**src/design/gyro_pkg.sv**
```systemverilog
`default_nettype none

package gyro_pkg;

	// loop data widths
	typedef logic signed [13:0] sample_t;
	typedef logic signed [31:0] word_t;
	typedef logic [31:0] cnt_t;
	typedef logic [15:0] dac_t;

	// register bus widths
	typedef logic [7:0] axi_addr_t;
	typedef logic [31:0] axi_data_t;
	typedef logic [1:0] axi_resp_t;

	// shift selects for averaging and loop gain
	typedef logic [2:0] avg_sel_t;
	typedef logic [4:0] gain_sel_t;

	// modulation half, high half comes first after reset
	typedef enum logic {
		HALF_HIGH,
		HALF_LOW
	} half_e;

	// write channel of the register slave
	typedef enum logic {
		WR_IDLE,
		WR_RESP
	} axi_wr_state_e;

	// settings driven by the register block
	typedef struct packed {
		cnt_t freq_cnt;
		word_t amp_h;
		word_t amp_l;
		cnt_t wait_cnt;
		avg_sel_t avg_sel;
		logic polarity;
		word_t err_offset;
		logic fb_on;
		gain_sel_t gain_sel;
		word_t const_step;
	} loop_cfg_t;

	// bias modulation state
	typedef struct packed {
		word_t level;
		logic status;
		logic half_end;
	} mod_t;

	// demodulator result, trig marks a fresh err
	typedef struct packed {
		word_t err;
		word_t high_avg;
		word_t low_avg;
		logic trig;
	} err_pkt_t;

	// read-back monitors
	typedef struct packed {
		word_t err;
		word_t high_avg;
		word_t low_avg;
		word_t step;
	} loop_mon_t;

	// writable registers
	localparam axi_addr_t REG_CTRL = 8'h00;
	localparam axi_addr_t REG_FREQ_CNT = 8'h04;
	localparam axi_addr_t REG_AMP_H = 8'h08;
	localparam axi_addr_t REG_AMP_L = 8'h0C;
	localparam axi_addr_t REG_WAIT_CNT = 8'h10;
	localparam axi_addr_t REG_AVG_SEL = 8'h14;
	localparam axi_addr_t REG_GAIN_SEL = 8'h18;
	localparam axi_addr_t REG_CONST_STEP = 8'h1C;
	localparam axi_addr_t REG_ERR_OFFSET = 8'h20;
	// read-only monitors
	localparam axi_addr_t REG_ERR = 8'h40;
	localparam axi_addr_t REG_HIGH_AVG = 8'h44;
	localparam axi_addr_t REG_LOW_AVG = 8'h48;
	localparam axi_addr_t REG_STEP = 8'h4C;

	localparam axi_resp_t RESP_OKAY = 2'd0;
	localparam axi_resp_t RESP_SLVERR = 2'd2;

	// 64 samples at most per half
	localparam avg_sel_t AVG_SEL_MAX = 3'd6;
	localparam cnt_t FREQ_CNT_RST = 32'd64;
	// shortest legal half period
	localparam cnt_t FREQ_CNT_MIN = 32'd2;

endpackage

`default_nettype wire
```
**src/design/gyro_loop_top.sv**
```systemverilog
`default_nettype none
`timescale 1ns/10ps

module gyro_loop_top (
	input wire logic CLOCK_DAC_1,
	input wire logic i_arst_n,
	// axi4-lite slave
	input wire gyro_pkg::axi_addr_t i_awaddr,
	input wire logic i_awvalid,
	output logic o_awready,
	input wire gyro_pkg::axi_data_t i_wdata,
	input wire logic i_wvalid,
	output logic o_wready,
	output gyro_pkg::axi_resp_t o_bresp,
	output logic o_bvalid,
	input wire logic i_bready,
	input wire gyro_pkg::axi_addr_t i_araddr,
	input wire logic i_arvalid,
	output logic o_arready,
	output gyro_pkg::axi_data_t o_rdata,
	output gyro_pkg::axi_resp_t o_rresp,
	output logic o_rvalid,
	input wire logic i_rready,
	// converters
	input wire gyro_pkg::sample_t i_adc,
	output gyro_pkg::dac_t o_dac,
	output logic o_sync
);

	gyro_pkg::loop_cfg_t cfg;
	gyro_pkg::mod_t mod;
	gyro_pkg::err_pkt_t err;
	gyro_pkg::word_t step;

	// high during the high modulation half
	assign o_sync = mod.status;

	gyro_regs gyro_regs_i (
		.CLOCK_DAC_1(CLOCK_DAC_1),
		.i_arst_n(i_arst_n),
		.i_awaddr(i_awaddr),
		.i_awvalid(i_awvalid),
		.o_awready(o_awready),
		.i_wdata(i_wdata),
		.i_wvalid(i_wvalid),
		.o_wready(o_wready),
		.o_bresp(o_bresp),
		.o_bvalid(o_bvalid),
		.i_bready(i_bready),
		.i_araddr(i_araddr),
		.i_arvalid(i_arvalid),
		.o_arready(o_arready),
		.o_rdata(o_rdata),
		.o_rresp(o_rresp),
		.o_rvalid(o_rvalid),
		.i_rready(i_rready),
		.i_err(err),
		.i_step(step),
		.o_cfg(cfg)
	);

	// bias modulation
	square_mod_gen square_mod_gen_i (
		.CLOCK_DAC_1(CLOCK_DAC_1),
		.i_arst_n(i_arst_n),
		.i_cfg(cfg),
		.o_mod(mod)
	);

	// error from the photodetector samples
	err_demod err_demod_i (
		.CLOCK_DAC_1(CLOCK_DAC_1),
		.i_arst_n(i_arst_n),
		.i_adc(i_adc),
		.i_cfg(cfg),
		.i_mod(mod),
		.o_err(err)
	);

	// feedback step and phase ramp
	step_ramp_loop step_ramp_loop_i (
		.CLOCK_DAC_1(CLOCK_DAC_1),
		.i_arst_n(i_arst_n),
		.i_cfg(cfg),
		.i_mod(mod),
		.i_err(err),
		.o_step(step),
		.o_dac(o_dac)
	);

endmodule

`default_nettype wire

```
**src/design/step_ramp_loop.sv**
```systemverilog
`default_nettype none
`timescale 1ns/10ps

module step_ramp_loop (
	input wire logic CLOCK_DAC_1,
	input wire logic i_arst_n,
	input wire gyro_pkg::loop_cfg_t i_cfg,
	input wire gyro_pkg::mod_t i_mod,
	input wire gyro_pkg::err_pkt_t i_err,
	output gyro_pkg::word_t o_step,
	output gyro_pkg::dac_t o_dac
);

	gyro_pkg::word_t step_q;
	gyro_pkg::word_t step_d;
	gyro_pkg::word_t phase_q;
	gyro_pkg::word_t dac_sum;

	// closed loop integrates scaled error, open loop holds const step
	assign step_d = i_cfg.fb_on ?
		(step_q + (i_err.err >>> i_cfg.gain_sel)) : i_cfg.const_step;

	// ramp plus bias, wraps to dac width
	assign dac_sum = phase_q + i_mod.level;

	always_ff @(posedge CLOCK_DAC_1 or negedge i_arst_n) begin
		if (!i_arst_n) begin
			step_q <= '0;
			phase_q <= '0;
			o_dac <= '0;
		end else begin
			// one update per modulation period
			if (i_err.trig) begin
				step_q <= step_d;
				// ramp advances by the step held before this update
				phase_q <= phase_q + step_q;
			end
			// low 16 bits to the dac
			o_dac <= dac_sum[15:0];
		end
	end

	assign o_step = step_q;

endmodule

`default_nettype wire

```
**src/design/err_demod.sv**
```systemverilog
`default_nettype none
`timescale 1ns/10ps

module err_demod (
	input wire logic CLOCK_DAC_1,
	input wire logic i_arst_n,
	input wire gyro_pkg::sample_t i_adc,
	input wire gyro_pkg::loop_cfg_t i_cfg,
	input wire gyro_pkg::mod_t i_mod,
	output gyro_pkg::err_pkt_t o_err
);

	gyro_pkg::sample_t adc_meta_q;
	gyro_pkg::sample_t adc_q;
	gyro_pkg::avg_sel_t avg_eff;
	gyro_pkg::cnt_t win_len;
	gyro_pkg::cnt_t win_pos;
	gyro_pkg::cnt_t smp_cnt_q;
	gyro_pkg::word_t sum_q;
	gyro_pkg::word_t avg;
	gyro_pkg::word_t high_avg_q;
	gyro_pkg::word_t low_avg_q;
	gyro_pkg::word_t diff;
	gyro_pkg::word_t err_q;
	logic in_win;
	logic calc_q;
	logic trig_q;

	// averaging depth limited to 2^6 samples
	assign avg_eff = (i_cfg.avg_sel > gyro_pkg::AVG_SEL_MAX) ?
		gyro_pkg::AVG_SEL_MAX : i_cfg.avg_sel;
	assign win_len = 32'd1 << avg_eff;

	// settle skip, then window of win_len samples
	assign win_pos = smp_cnt_q - i_cfg.wait_cnt;
	assign in_win = (smp_cnt_q >= i_cfg.wait_cnt) && (win_pos < win_len);

	// arithmetic shift keeps sign of the sum
	assign avg = sum_q >>> avg_eff;

	// polarity swaps the halves
	assign diff = i_cfg.polarity ? (low_avg_q - high_avg_q) : (high_avg_q - low_avg_q);

	always_ff @(posedge CLOCK_DAC_1 or negedge i_arst_n) begin
		if (!i_arst_n) begin
			adc_meta_q <= '0;
			adc_q <= '0;
			smp_cnt_q <= '0;
			sum_q <= '0;
			high_avg_q <= '0;
			low_avg_q <= '0;
			err_q <= '0;
			calc_q <= 1'b0;
			trig_q <= 1'b0;
		end else begin
			// two-stage resync of the adc bus
			adc_meta_q <= i_adc;
			adc_q <= adc_meta_q;
			// end of low half closes a full period
			calc_q <= i_mod.half_end && !i_mod.status;
			trig_q <= calc_q;
			if (i_mod.half_end) begin
				smp_cnt_q <= '0;
				sum_q <= '0;
				// latch the average of the half just ending
				if (i_mod.status) begin
					high_avg_q <= avg;
				end else begin
					low_avg_q <= avg;
				end
			end else begin
				smp_cnt_q <= smp_cnt_q + 32'd1;
				if (in_win) begin
					// sign extend into the 32 bit sum
					sum_q <= sum_q + gyro_pkg::word_t'(adc_q);
				end
			end
			// both averages settled by now
			if (calc_q) begin
				err_q <= diff + i_cfg.err_offset;
			end
		end
	end

	assign o_err = '{
		err: err_q,
		high_avg: high_avg_q,
		low_avg: low_avg_q,
		trig: trig_q
	};

endmodule

`default_nettype wire

```
**src/design/square_mod_gen.sv**
```systemverilog
`default_nettype none
`timescale 1ns/10ps

module square_mod_gen (
	input wire logic CLOCK_DAC_1,
	input wire logic i_arst_n,
	input wire gyro_pkg::loop_cfg_t i_cfg,
	output gyro_pkg::mod_t o_mod
);

	gyro_pkg::half_e half_q;
	gyro_pkg::half_e half_d;
	gyro_pkg::cnt_t cnt_q;
	gyro_pkg::cnt_t period;
	gyro_pkg::word_t level_q;
	logic half_end;

	// clamp short periods
	assign period = (i_cfg.freq_cnt < gyro_pkg::FREQ_CNT_MIN) ?
		gyro_pkg::FREQ_CNT_MIN : i_cfg.freq_cnt;
	// down counter hits zero on the last cycle of a half
	assign half_end = (cnt_q == '0);

	always_comb begin
		half_d = half_q;
		if (half_end && half_q == gyro_pkg::HALF_HIGH) begin
			half_d = gyro_pkg::HALF_LOW;
		end else if (half_end) begin
			half_d = gyro_pkg::HALF_HIGH;
		end
	end

	always_ff @(posedge CLOCK_DAC_1 or negedge i_arst_n) begin
		if (!i_arst_n) begin
			half_q <= gyro_pkg::HALF_HIGH;
			cnt_q <= gyro_pkg::FREQ_CNT_RST - 32'd1;
			level_q <= '0;
		end else begin
			half_q <= half_d;
			// new period only picked up at a boundary
			cnt_q <= half_end ? (period - 32'd1) : (cnt_q - 32'd1);
			// level tracks the half it belongs to
			level_q <= (half_d == gyro_pkg::HALF_HIGH) ? i_cfg.amp_h : i_cfg.amp_l;
		end
	end

	assign o_mod = '{
		level: level_q,
		status: (half_q == gyro_pkg::HALF_HIGH),
		half_end: half_end
	};

endmodule

`default_nettype wire

```
**src/design/gyro_regs.sv**
```systemverilog
`default_nettype none
`timescale 1ns/10ps

module gyro_regs (
	input wire logic CLOCK_DAC_1,
	input wire logic i_arst_n,
	// write address and data
	input wire gyro_pkg::axi_addr_t i_awaddr,
	input wire logic i_awvalid,
	output logic o_awready,
	input wire gyro_pkg::axi_data_t i_wdata,
	input wire logic i_wvalid,
	output logic o_wready,
	// write response
	output gyro_pkg::axi_resp_t o_bresp,
	output logic o_bvalid,
	input wire logic i_bready,
	// read address and data
	input wire gyro_pkg::axi_addr_t i_araddr,
	input wire logic i_arvalid,
	output logic o_arready,
	output gyro_pkg::axi_data_t o_rdata,
	output gyro_pkg::axi_resp_t o_rresp,
	output logic o_rvalid,
	input wire logic i_rready,
	// loop side
	input wire gyro_pkg::err_pkt_t i_err,
	input wire gyro_pkg::word_t i_step,
	output gyro_pkg::loop_cfg_t o_cfg
);

	gyro_pkg::loop_cfg_t cfg_q;
	gyro_pkg::loop_mon_t mon;
	gyro_pkg::axi_wr_state_e wr_state_q;
	gyro_pkg::axi_data_t rd_data;
	logic wr_fire;
	logic wr_ok;
	logic rd_fire;
	logic rd_ok;

	// latest loop values, no extra latching
	assign mon = '{
		err: i_err.err,
		high_avg: i_err.high_avg,
		low_avg: i_err.low_avg,
		step: i_step
	};

	// aw and w accepted together, only with no response pending
	assign wr_fire = (wr_state_q == gyro_pkg::WR_IDLE) && i_awvalid && i_wvalid;
	assign o_awready = wr_fire;
	assign o_wready = wr_fire;
	assign o_bvalid = (wr_state_q == gyro_pkg::WR_RESP);

	// one read in flight at a time
	assign rd_fire = i_arvalid && !o_rvalid;
	assign o_arready = rd_fire;

	assign o_cfg = cfg_q;

	// writable part of the map
	always_comb begin
		case (i_awaddr)
			gyro_pkg::REG_CTRL, gyro_pkg::REG_FREQ_CNT, gyro_pkg::REG_AMP_H,
			gyro_pkg::REG_AMP_L, gyro_pkg::REG_WAIT_CNT, gyro_pkg::REG_AVG_SEL,
			gyro_pkg::REG_GAIN_SEL, gyro_pkg::REG_CONST_STEP,
			gyro_pkg::REG_ERR_OFFSET: wr_ok = 1'b1;
			default: wr_ok = 1'b0;
		endcase
	end

	// read mux, fields zero extended
	always_comb begin
		rd_ok = 1'b1;
		rd_data = '0;
		case (i_araddr)
			gyro_pkg::REG_CTRL: rd_data = {30'd0, cfg_q.polarity, cfg_q.fb_on};
			gyro_pkg::REG_FREQ_CNT: rd_data = cfg_q.freq_cnt;
			gyro_pkg::REG_AMP_H: rd_data = cfg_q.amp_h;
			gyro_pkg::REG_AMP_L: rd_data = cfg_q.amp_l;
			gyro_pkg::REG_WAIT_CNT: rd_data = cfg_q.wait_cnt;
			gyro_pkg::REG_AVG_SEL: rd_data = {29'd0, cfg_q.avg_sel};
			gyro_pkg::REG_GAIN_SEL: rd_data = {27'd0, cfg_q.gain_sel};
			gyro_pkg::REG_CONST_STEP: rd_data = cfg_q.const_step;
			gyro_pkg::REG_ERR_OFFSET: rd_data = cfg_q.err_offset;
			gyro_pkg::REG_ERR: rd_data = mon.err;
			gyro_pkg::REG_HIGH_AVG: rd_data = mon.high_avg;
			gyro_pkg::REG_LOW_AVG: rd_data = mon.low_avg;
			gyro_pkg::REG_STEP: rd_data = mon.step;
			default: rd_ok = 1'b0;
		endcase
	end

	// write fsm and setting registers
	always_ff @(posedge CLOCK_DAC_1 or negedge i_arst_n) begin
		if (!i_arst_n) begin
			wr_state_q <= gyro_pkg::WR_IDLE;
			cfg_q <= '{freq_cnt: gyro_pkg::FREQ_CNT_RST, default: '0};
		end else begin
			case (wr_state_q)
				gyro_pkg::WR_IDLE: begin
					if (wr_fire) begin
						wr_state_q <= gyro_pkg::WR_RESP;
					end
				end
				gyro_pkg::WR_RESP: begin
					// hold b until the master takes it
					if (i_bready) begin
						wr_state_q <= gyro_pkg::WR_IDLE;
					end
				end
				default: wr_state_q <= gyro_pkg::WR_IDLE;
			endcase
			// strobes ignored, full word written
			if (wr_fire) begin
				case (i_awaddr)
					gyro_pkg::REG_CTRL: begin
						cfg_q.fb_on <= i_wdata[0];
						cfg_q.polarity <= i_wdata[1];
					end
					gyro_pkg::REG_FREQ_CNT: cfg_q.freq_cnt <= i_wdata;
					gyro_pkg::REG_AMP_H: cfg_q.amp_h <= i_wdata;
					gyro_pkg::REG_AMP_L: cfg_q.amp_l <= i_wdata;
					gyro_pkg::REG_WAIT_CNT: cfg_q.wait_cnt <= i_wdata;
					gyro_pkg::REG_AVG_SEL: cfg_q.avg_sel <= i_wdata[2:0];
					gyro_pkg::REG_GAIN_SEL: cfg_q.gain_sel <= i_wdata[4:0];
					gyro_pkg::REG_CONST_STEP: cfg_q.const_step <= i_wdata;
					gyro_pkg::REG_ERR_OFFSET: cfg_q.err_offset <= i_wdata;
					default: ;
				endcase
			end
		end
	end

	// read valid flag
	always_ff @(posedge CLOCK_DAC_1 or negedge i_arst_n) begin
		if (!i_arst_n) begin
			o_rvalid <= 1'b0;
		end else if (rd_fire) begin
			o_rvalid <= 1'b1;
		end else if (i_rready) begin
			o_rvalid <= 1'b0;
		end
	end

	// response payloads, only looked at while valid
	always_ff @(posedge CLOCK_DAC_1) begin
		if (wr_fire) begin
			o_bresp <= wr_ok ? gyro_pkg::RESP_OKAY : gyro_pkg::RESP_SLVERR;
		end
		if (rd_fire) begin
			o_rdata <= rd_data;
			o_rresp <= rd_ok ? gyro_pkg::RESP_OKAY : gyro_pkg::RESP_SLVERR;
		end
	end

endmodule

`default_nettype wire

```
**config.mk**
```make
export PLATFORM = sky130hd
export DESIGN_NAME = gyro_loop_top
export DESIGN_NICKNAME = d
export VERILOG_FILES = /design/src/design/gyro_pkg.sv /design/src/design/gyro_loop_top.sv /design/src/design/step_ramp_loop.sv /design/src/design/err_demod.sv /design/src/design/square_mod_gen.sv /design/src/design/gyro_regs.sv
export SDC_FILE = /design/constraint.sdc
export NUM_CORES = 1
export LEC_CHECK = 0
export BUFFER_PORTS_ARGS = -buffer_cell sky130_fd_sc_hd__buf_2
export CAP_MARGIN = 20
export CORE_AREA = 5 5 245 247
export DETAILED_ROUTE_END_ITERATION = 16
export DIE_AREA = 0 0 250 252
export GPL_TIMING_DRIVEN = 0
export MAX_ROUTING_LAYER = met4
export PLACE_DENSITY = 0.86
export SLEW_MARGIN = 30
export SYNTH_ARGS = -nofsm -noshare
export SYNTH_HDL_FRONTEND = slang
export SYNTH_HIERARCHICAL = 1
export SYNTH_SLANG_ARGS = --single-unit
```
**constraint.sdc**
```tcl
create_clock -name CLOCK_DAC_1 -period 14.2 [get_ports CLOCK_DAC_1]
set_input_delay 1.42 -clock CLOCK_DAC_1 [delete_from_list [all_inputs] [get_ports CLOCK_DAC_1]]
set_output_delay 1.42 -clock CLOCK_DAC_1 [all_outputs]
set_load 0.02 [all_outputs]
```
---- Yosys cells after proc, flatten, opt, wreduce, memory -nomap -nowiden ----
Index checks and enable logic that the tools add are counted.
storage, ports and cells
  output and inout bits ................... 58
  flip-flop bits (word level) ............. 559
  word-level logic and storage cells ...... 116
cells by class
  order comparisons ....................... 4
  bitwise operators ....................... 2
  reductions and logical operators ........ 25
  eq/ne operators ......................... 20
  add/subtract/negate cells ............... 11
  shift operators ......................... 3
  mux-type cells .......................... 21
operator list
  kind                                                         count
  one-hot mux 32 bit (13 select lines)                         1
  2-to-1 mux 32 bit                                            7
  adder 32 bit                                                 3
  subtractor 32 bit                                            3
  == test 8 x 5 -> 1 bit, second input constant                8
  subtractor 32 x 1 -> 32 bit, second input constant           2
  adder 32 x 1 -> 32 bit, second input constant                1
  adder 32 x 14 -> 32 bit                                      1
  == test 8 x 4 -> 1 bit, second input constant                4
  == test 8 x 7 -> 1 bit, second input constant                4
  greater-or-equal comparator 32 bit                           1
  logical NOT 32 bit                                           1
  less-than comparator 32 x 2 -> 1 bit, second input constant  1
  less-than comparator 32 bit                                  1
  << shifter 1 x 3 -> 32 bit, first input constant             1
  >>> shifter 32 x 3 -> 32 bit                                 1
  >>> shifter 32 x 5 -> 32 bit                                 1
  AND reduction 2 bit                                          11
  adder 16 bit                                                 1
  == test 8 x 3 -> 1 bit, second input constant                2
  == test 8 x 6 -> 1 bit, second input constant                2
  logical NOT 8 bit                                            2
  2-to-1 mux 16 bit                                            1
  OR reduction 13 bit                                          1
  10 further kinds                                             25

---- Depth between registers and ports, before layout ----
  depth after elaboration ................. 7
  gate-level depth with buffers ........... 24
  depth with buffers taken out ............ 24

---- Cells and area by module ----
Netlist, hierarchy kept.
by module, submodules not included
  module          instances  cells each  area each (µm²)
  err_demod       1          1951        16558.4
  gyro_regs       1          921         11907.7
  step_ramp_loop  1          826         7008.0
  square_mod_gen  1          366         3697.3

---- Worst setup path after synthesis ----
OpenSTA, ideal clock, no wires.
  path type ............................... register -> register
  from .................................... reg err_demod_i.high_avg_q[0]
  to ...................................... reg err_demod_i.err_q[31]
  slack ................................... 9.383 ns
  path buffers ............................ 0
  clock period less this slack ............ 4.817 ns
  cell stages (with the launch flop) ...... 23
  data required time ...................... 14.075 ns
  arrival time ............................ 4.692 ns
  cells stage by stage .................... dfrtp_1 > inv_1 > ha_1 > inv_1 > fa_1 > a21o_1 > a21o_1 > a21o_1 > a211oi_1 > a21oi_1 > a31oi_1 > xnor2_1 > ha_1 > and3_1 > nand2_1 > o31ai_1 > a41oi_1 > o21ai_0 > a21oi_1 > o21a_1 > o41a_1 > xnor2_1 > mux2_2
between the ends
  longest elaborated chain between the ends .. 3
RTL lines
  element                 line             source
  start, declared         err_demod.sv:21  gyro_pkg::word_t high_avg_q;
  start signal, assigned  err_demod.sv:67  high_avg_q <= avg;
  subtractor 32 bit       err_demod.sv:42  assign diff = i_cfg.polarity ? (low_avg_q - high_avg_q) : (high_avg_q - low_avg_q);
  2-to-1 mux 32 bit *     err_demod.sv:42
  adder 32 bit *          err_demod.sv:80  err_q <= diff + i_cfg.err_offset;
  end signal, assigned    err_demod.sv:80
  end, declared           err_demod.sv:24  gyro_pkg::word_t err_q;
Every way passes the cells marked *; elsewhere a longest branch is shown, timed or not.
A chain may end at the register's enable or synchronous reset.

---- Final worst setup path ----
  from .................................... reg gyro_regs_i.cfg_q (netlist bit gyro_regs_i/o_cfg[70])
  to ...................................... reg err_demod_i.err_q[30]
between the ends
  longest elaborated chain between the ends .. 2
RTL lines
  element            line             source
  start, declared    gyro_regs.sv:32  gyro_pkg::loop_cfg_t cfg_q;
  2-to-1 mux 32 bit  err_demod.sv:42
  adder 32 bit       err_demod.sv:80
Every way passes these cells.

==> results.toml <==
[cts]
cts_resized = 0
postCtsSetupRepairBufs = 0
clk_pin_slew_ps = 60
cts_buffers = 58
clk_latency_ps = 640
cts_tree = "done"
clockBufferDepth = 3
hold_buffers = 0
root_buffer = "clkbuf_16"
htreeDepth = 2
cts_sinks = 541

[timing]
rsz0062_at_grt = "false"
setup_viol = 0
finalSetupTns_ps = 0
slew_headroom = 0.318
setup_slack_ps = 7100
clock.fmax_mhz = 141
fin_crit_sh = 0.500
hold_viol_final = 0
max_slew.worst_pin.slew_ps = 1020
drv_slew = 0
fin_worst_skew_ps = 14.2
fin_crit_ps = 7100

[grt]
grt_pass1_vias = 34200
antenna_found_initial = 15
grt_start_max_net_pins = 91
grt-ovfl-total = 0
grt_pass1_wl_um = 219000
track_usage = 0.472

[finish]
nets = 4535
syn_to_final_growth_pct = 10.2
final_cell_area_mm2 = 0.0425
drive_above_1_share = 0.168

[setup_path]
start_kind = "flop"
cp_data_required_time_ps = 14730
end_kind = "flop"
cp.arrival_ps = 7630
criticalPathCategory = "reg2reg"
path_max_fanout = 10

[floorplanning]
die_w_um = 250
die-area_mm2 = 0.0630
dieHeight_um = 252
start_util = 0.673
pin_count = 127
num_rows = 88
core_area_mm2 = 0.0574

[drt]
dr.first_iter.drc_count = 5027
drc_errors = 0
ant_nets = 0
via_per_inst = 7.09
firstDrtPassIters = 9
via_count = 35800
wl_per_cell_um = 29.6
wl_um = 150000

[yosys]
syn_area_mm2 = 0.0386
avgSynthCellArea_um2 = 9.57
syn_inst = 4032
yosysWarnings = 6

[placed_design]
port-buffer-count = 123
gp_congestion = 1.09
hpwl_um = 114000
post_dp_cell_area_mm2 = 0.0404
pre_cts_ws_ps = 7440

[power]
ir_drop_uv = 136
power_density_mw_per_mm2 = 152
switchingPower_mw = 2.69
p_leak_nw = 19.6
swShare = 0.415
p_seq_frac = 0.326
intPower_mw = 3.79
p_clk_frac = 0.255
total_power_mw = 6.48
pwr-share-comb = 0.419

[outcome]
status = "completed"

[hold_path]
hold_class = "reg2reg"

[job]
cap_violations = 0
-- routing by layer --
metal	GRT usage	up-vias	part of all wire	wire length [um]
li1	-	15300	-	-
met1	0.580	17200	0.36	54400
met2	0.680	2595	0.42	62800
met3	0.132	697	0.12	18600
met4	0.320	0	0.093	13900
met5	-	-	0	0
-- cell type report --
| class | instances | area (um^2) |
|---|---|---|
| fill | 4014 | 14800 |
| sequential | 541 | 13700 |
| multi-input combinational | 3090 | 23200 |
| inverter | 192 | 721 |
| antenna | 12 | 30.0 |
| clock buffer | 77 | 1670 |
| clock inverter | 30 | 390 |
| buffer | 210 | 1000 |
| timing repair buffer | 134 | 823 |
| tap | 765 | 957 |
-- flip-flops by register name, summed over array words and instances, names as in the netlist, 14 cells and up --
register,cells
gyro_regs_i/o_cfg,202
err_demod_i/err_q,32
err_demod_i/high_avg_q,32
err_demod_i/low_avg_q,32
err_demod_i/smp_cnt_q,32
err_demod_i/sum_q,32
gyro_regs_i/o_rdata,32
square_mod_gen_i/cnt_q,32
step_ramp_loop_i/o_step,32
square_mod_gen_i/level_q,16
step_ramp_loop_i/o_dac,16
step_ramp_loop_i/phase_q,16
err_demod_i/adc_meta_q,14
err_demod_i/adc_q,14
-- worst paths after layout --
check                                                          from                                  end  slack (ps)  cells after the start
worst min register to register  err_demod_i/adc_meta_q[6]$_DFF_PN0_       err_demod_i/adc_q[6]$_DFF_PN0_         350                      0
max in group asynchronous                                  i_arst_n    gyro_regs_i/o_cfg[86]$_DFFE_PN0P_       12030                      3
worst min-delay path            err_demod_i/adc_meta_q[6]$_DFF_PN0_       err_demod_i/adc_q[6]$_DFF_PN0_         350                      0
min in group asynchronous                                  i_arst_n  err_demod_i/adc_meta_q[6]$_DFF_PN0_         790                      1
worst max-delay path              gyro_regs_i/o_cfg[70]$_DFFE_PN0P_    err_demod_i/err_q[30]$_DFFE_PN0P_        7100                     16
worst max register to register    gyro_regs_i/o_cfg[70]$_DFFE_PN0P_    err_demod_i/err_q[30]$_DFFE_PN0P_        7100                     16
-- critical path, cell delays in order (launching register included) --
cell	delay [ps]
dfrtp_1	660
clkbuf_1	660
clkbuf_1	540
buf_1	530
clkbuf_1	650
mux2_2	450
fa_1	450
a211oi_1	380
o21ai_0	180
o2111ai_1	290
a211oi_1	240
o21ai_0	500
o21ai_0	290
or4_1	460
a31o_2	250
xor2_1	150
mux2_2	270
-- metrics by stage --
step,utilization,hold WS [ps],std cells
after floorplan,-,331,4033
final,0.741,347,5051
after CTS,0.741,349,5039
after detailed placement,0.705,336,4932
after global routing,0.741,360,5050
after global placement,0.700,333,4921
-- power groups by stage --
| stage | Clock (mW) | Combinational [mW] | Sequential, mW |
|---|---|---|---|
| floorplan | 0 | 1.90 | 1.95 |
| global placement | 0 | 2.51 | 2.09 |
| detailed placement | 0 | 2.58 | 2.11 |
| CTS | 1.65 | 2.62 | 2.08 |
| global route | 1.72 | 2.91 | 2.11 |
| finish | 1.65 | 2.72 | 2.11 |
-- layout by cell type (no fill, tap or decap), drive strengths merged, types with 86 or more instances in the layout --
master and instances:
clkbuf 202, ha 231, nor2 311, a21o 86, inv 197, mux2 313, buf 218, mux2i 209
nand2 276, o21ai 246, xnor2 120, a21oi 300, dfrtp 500
No activity file was read; power rests on OpenSTA's default activity.
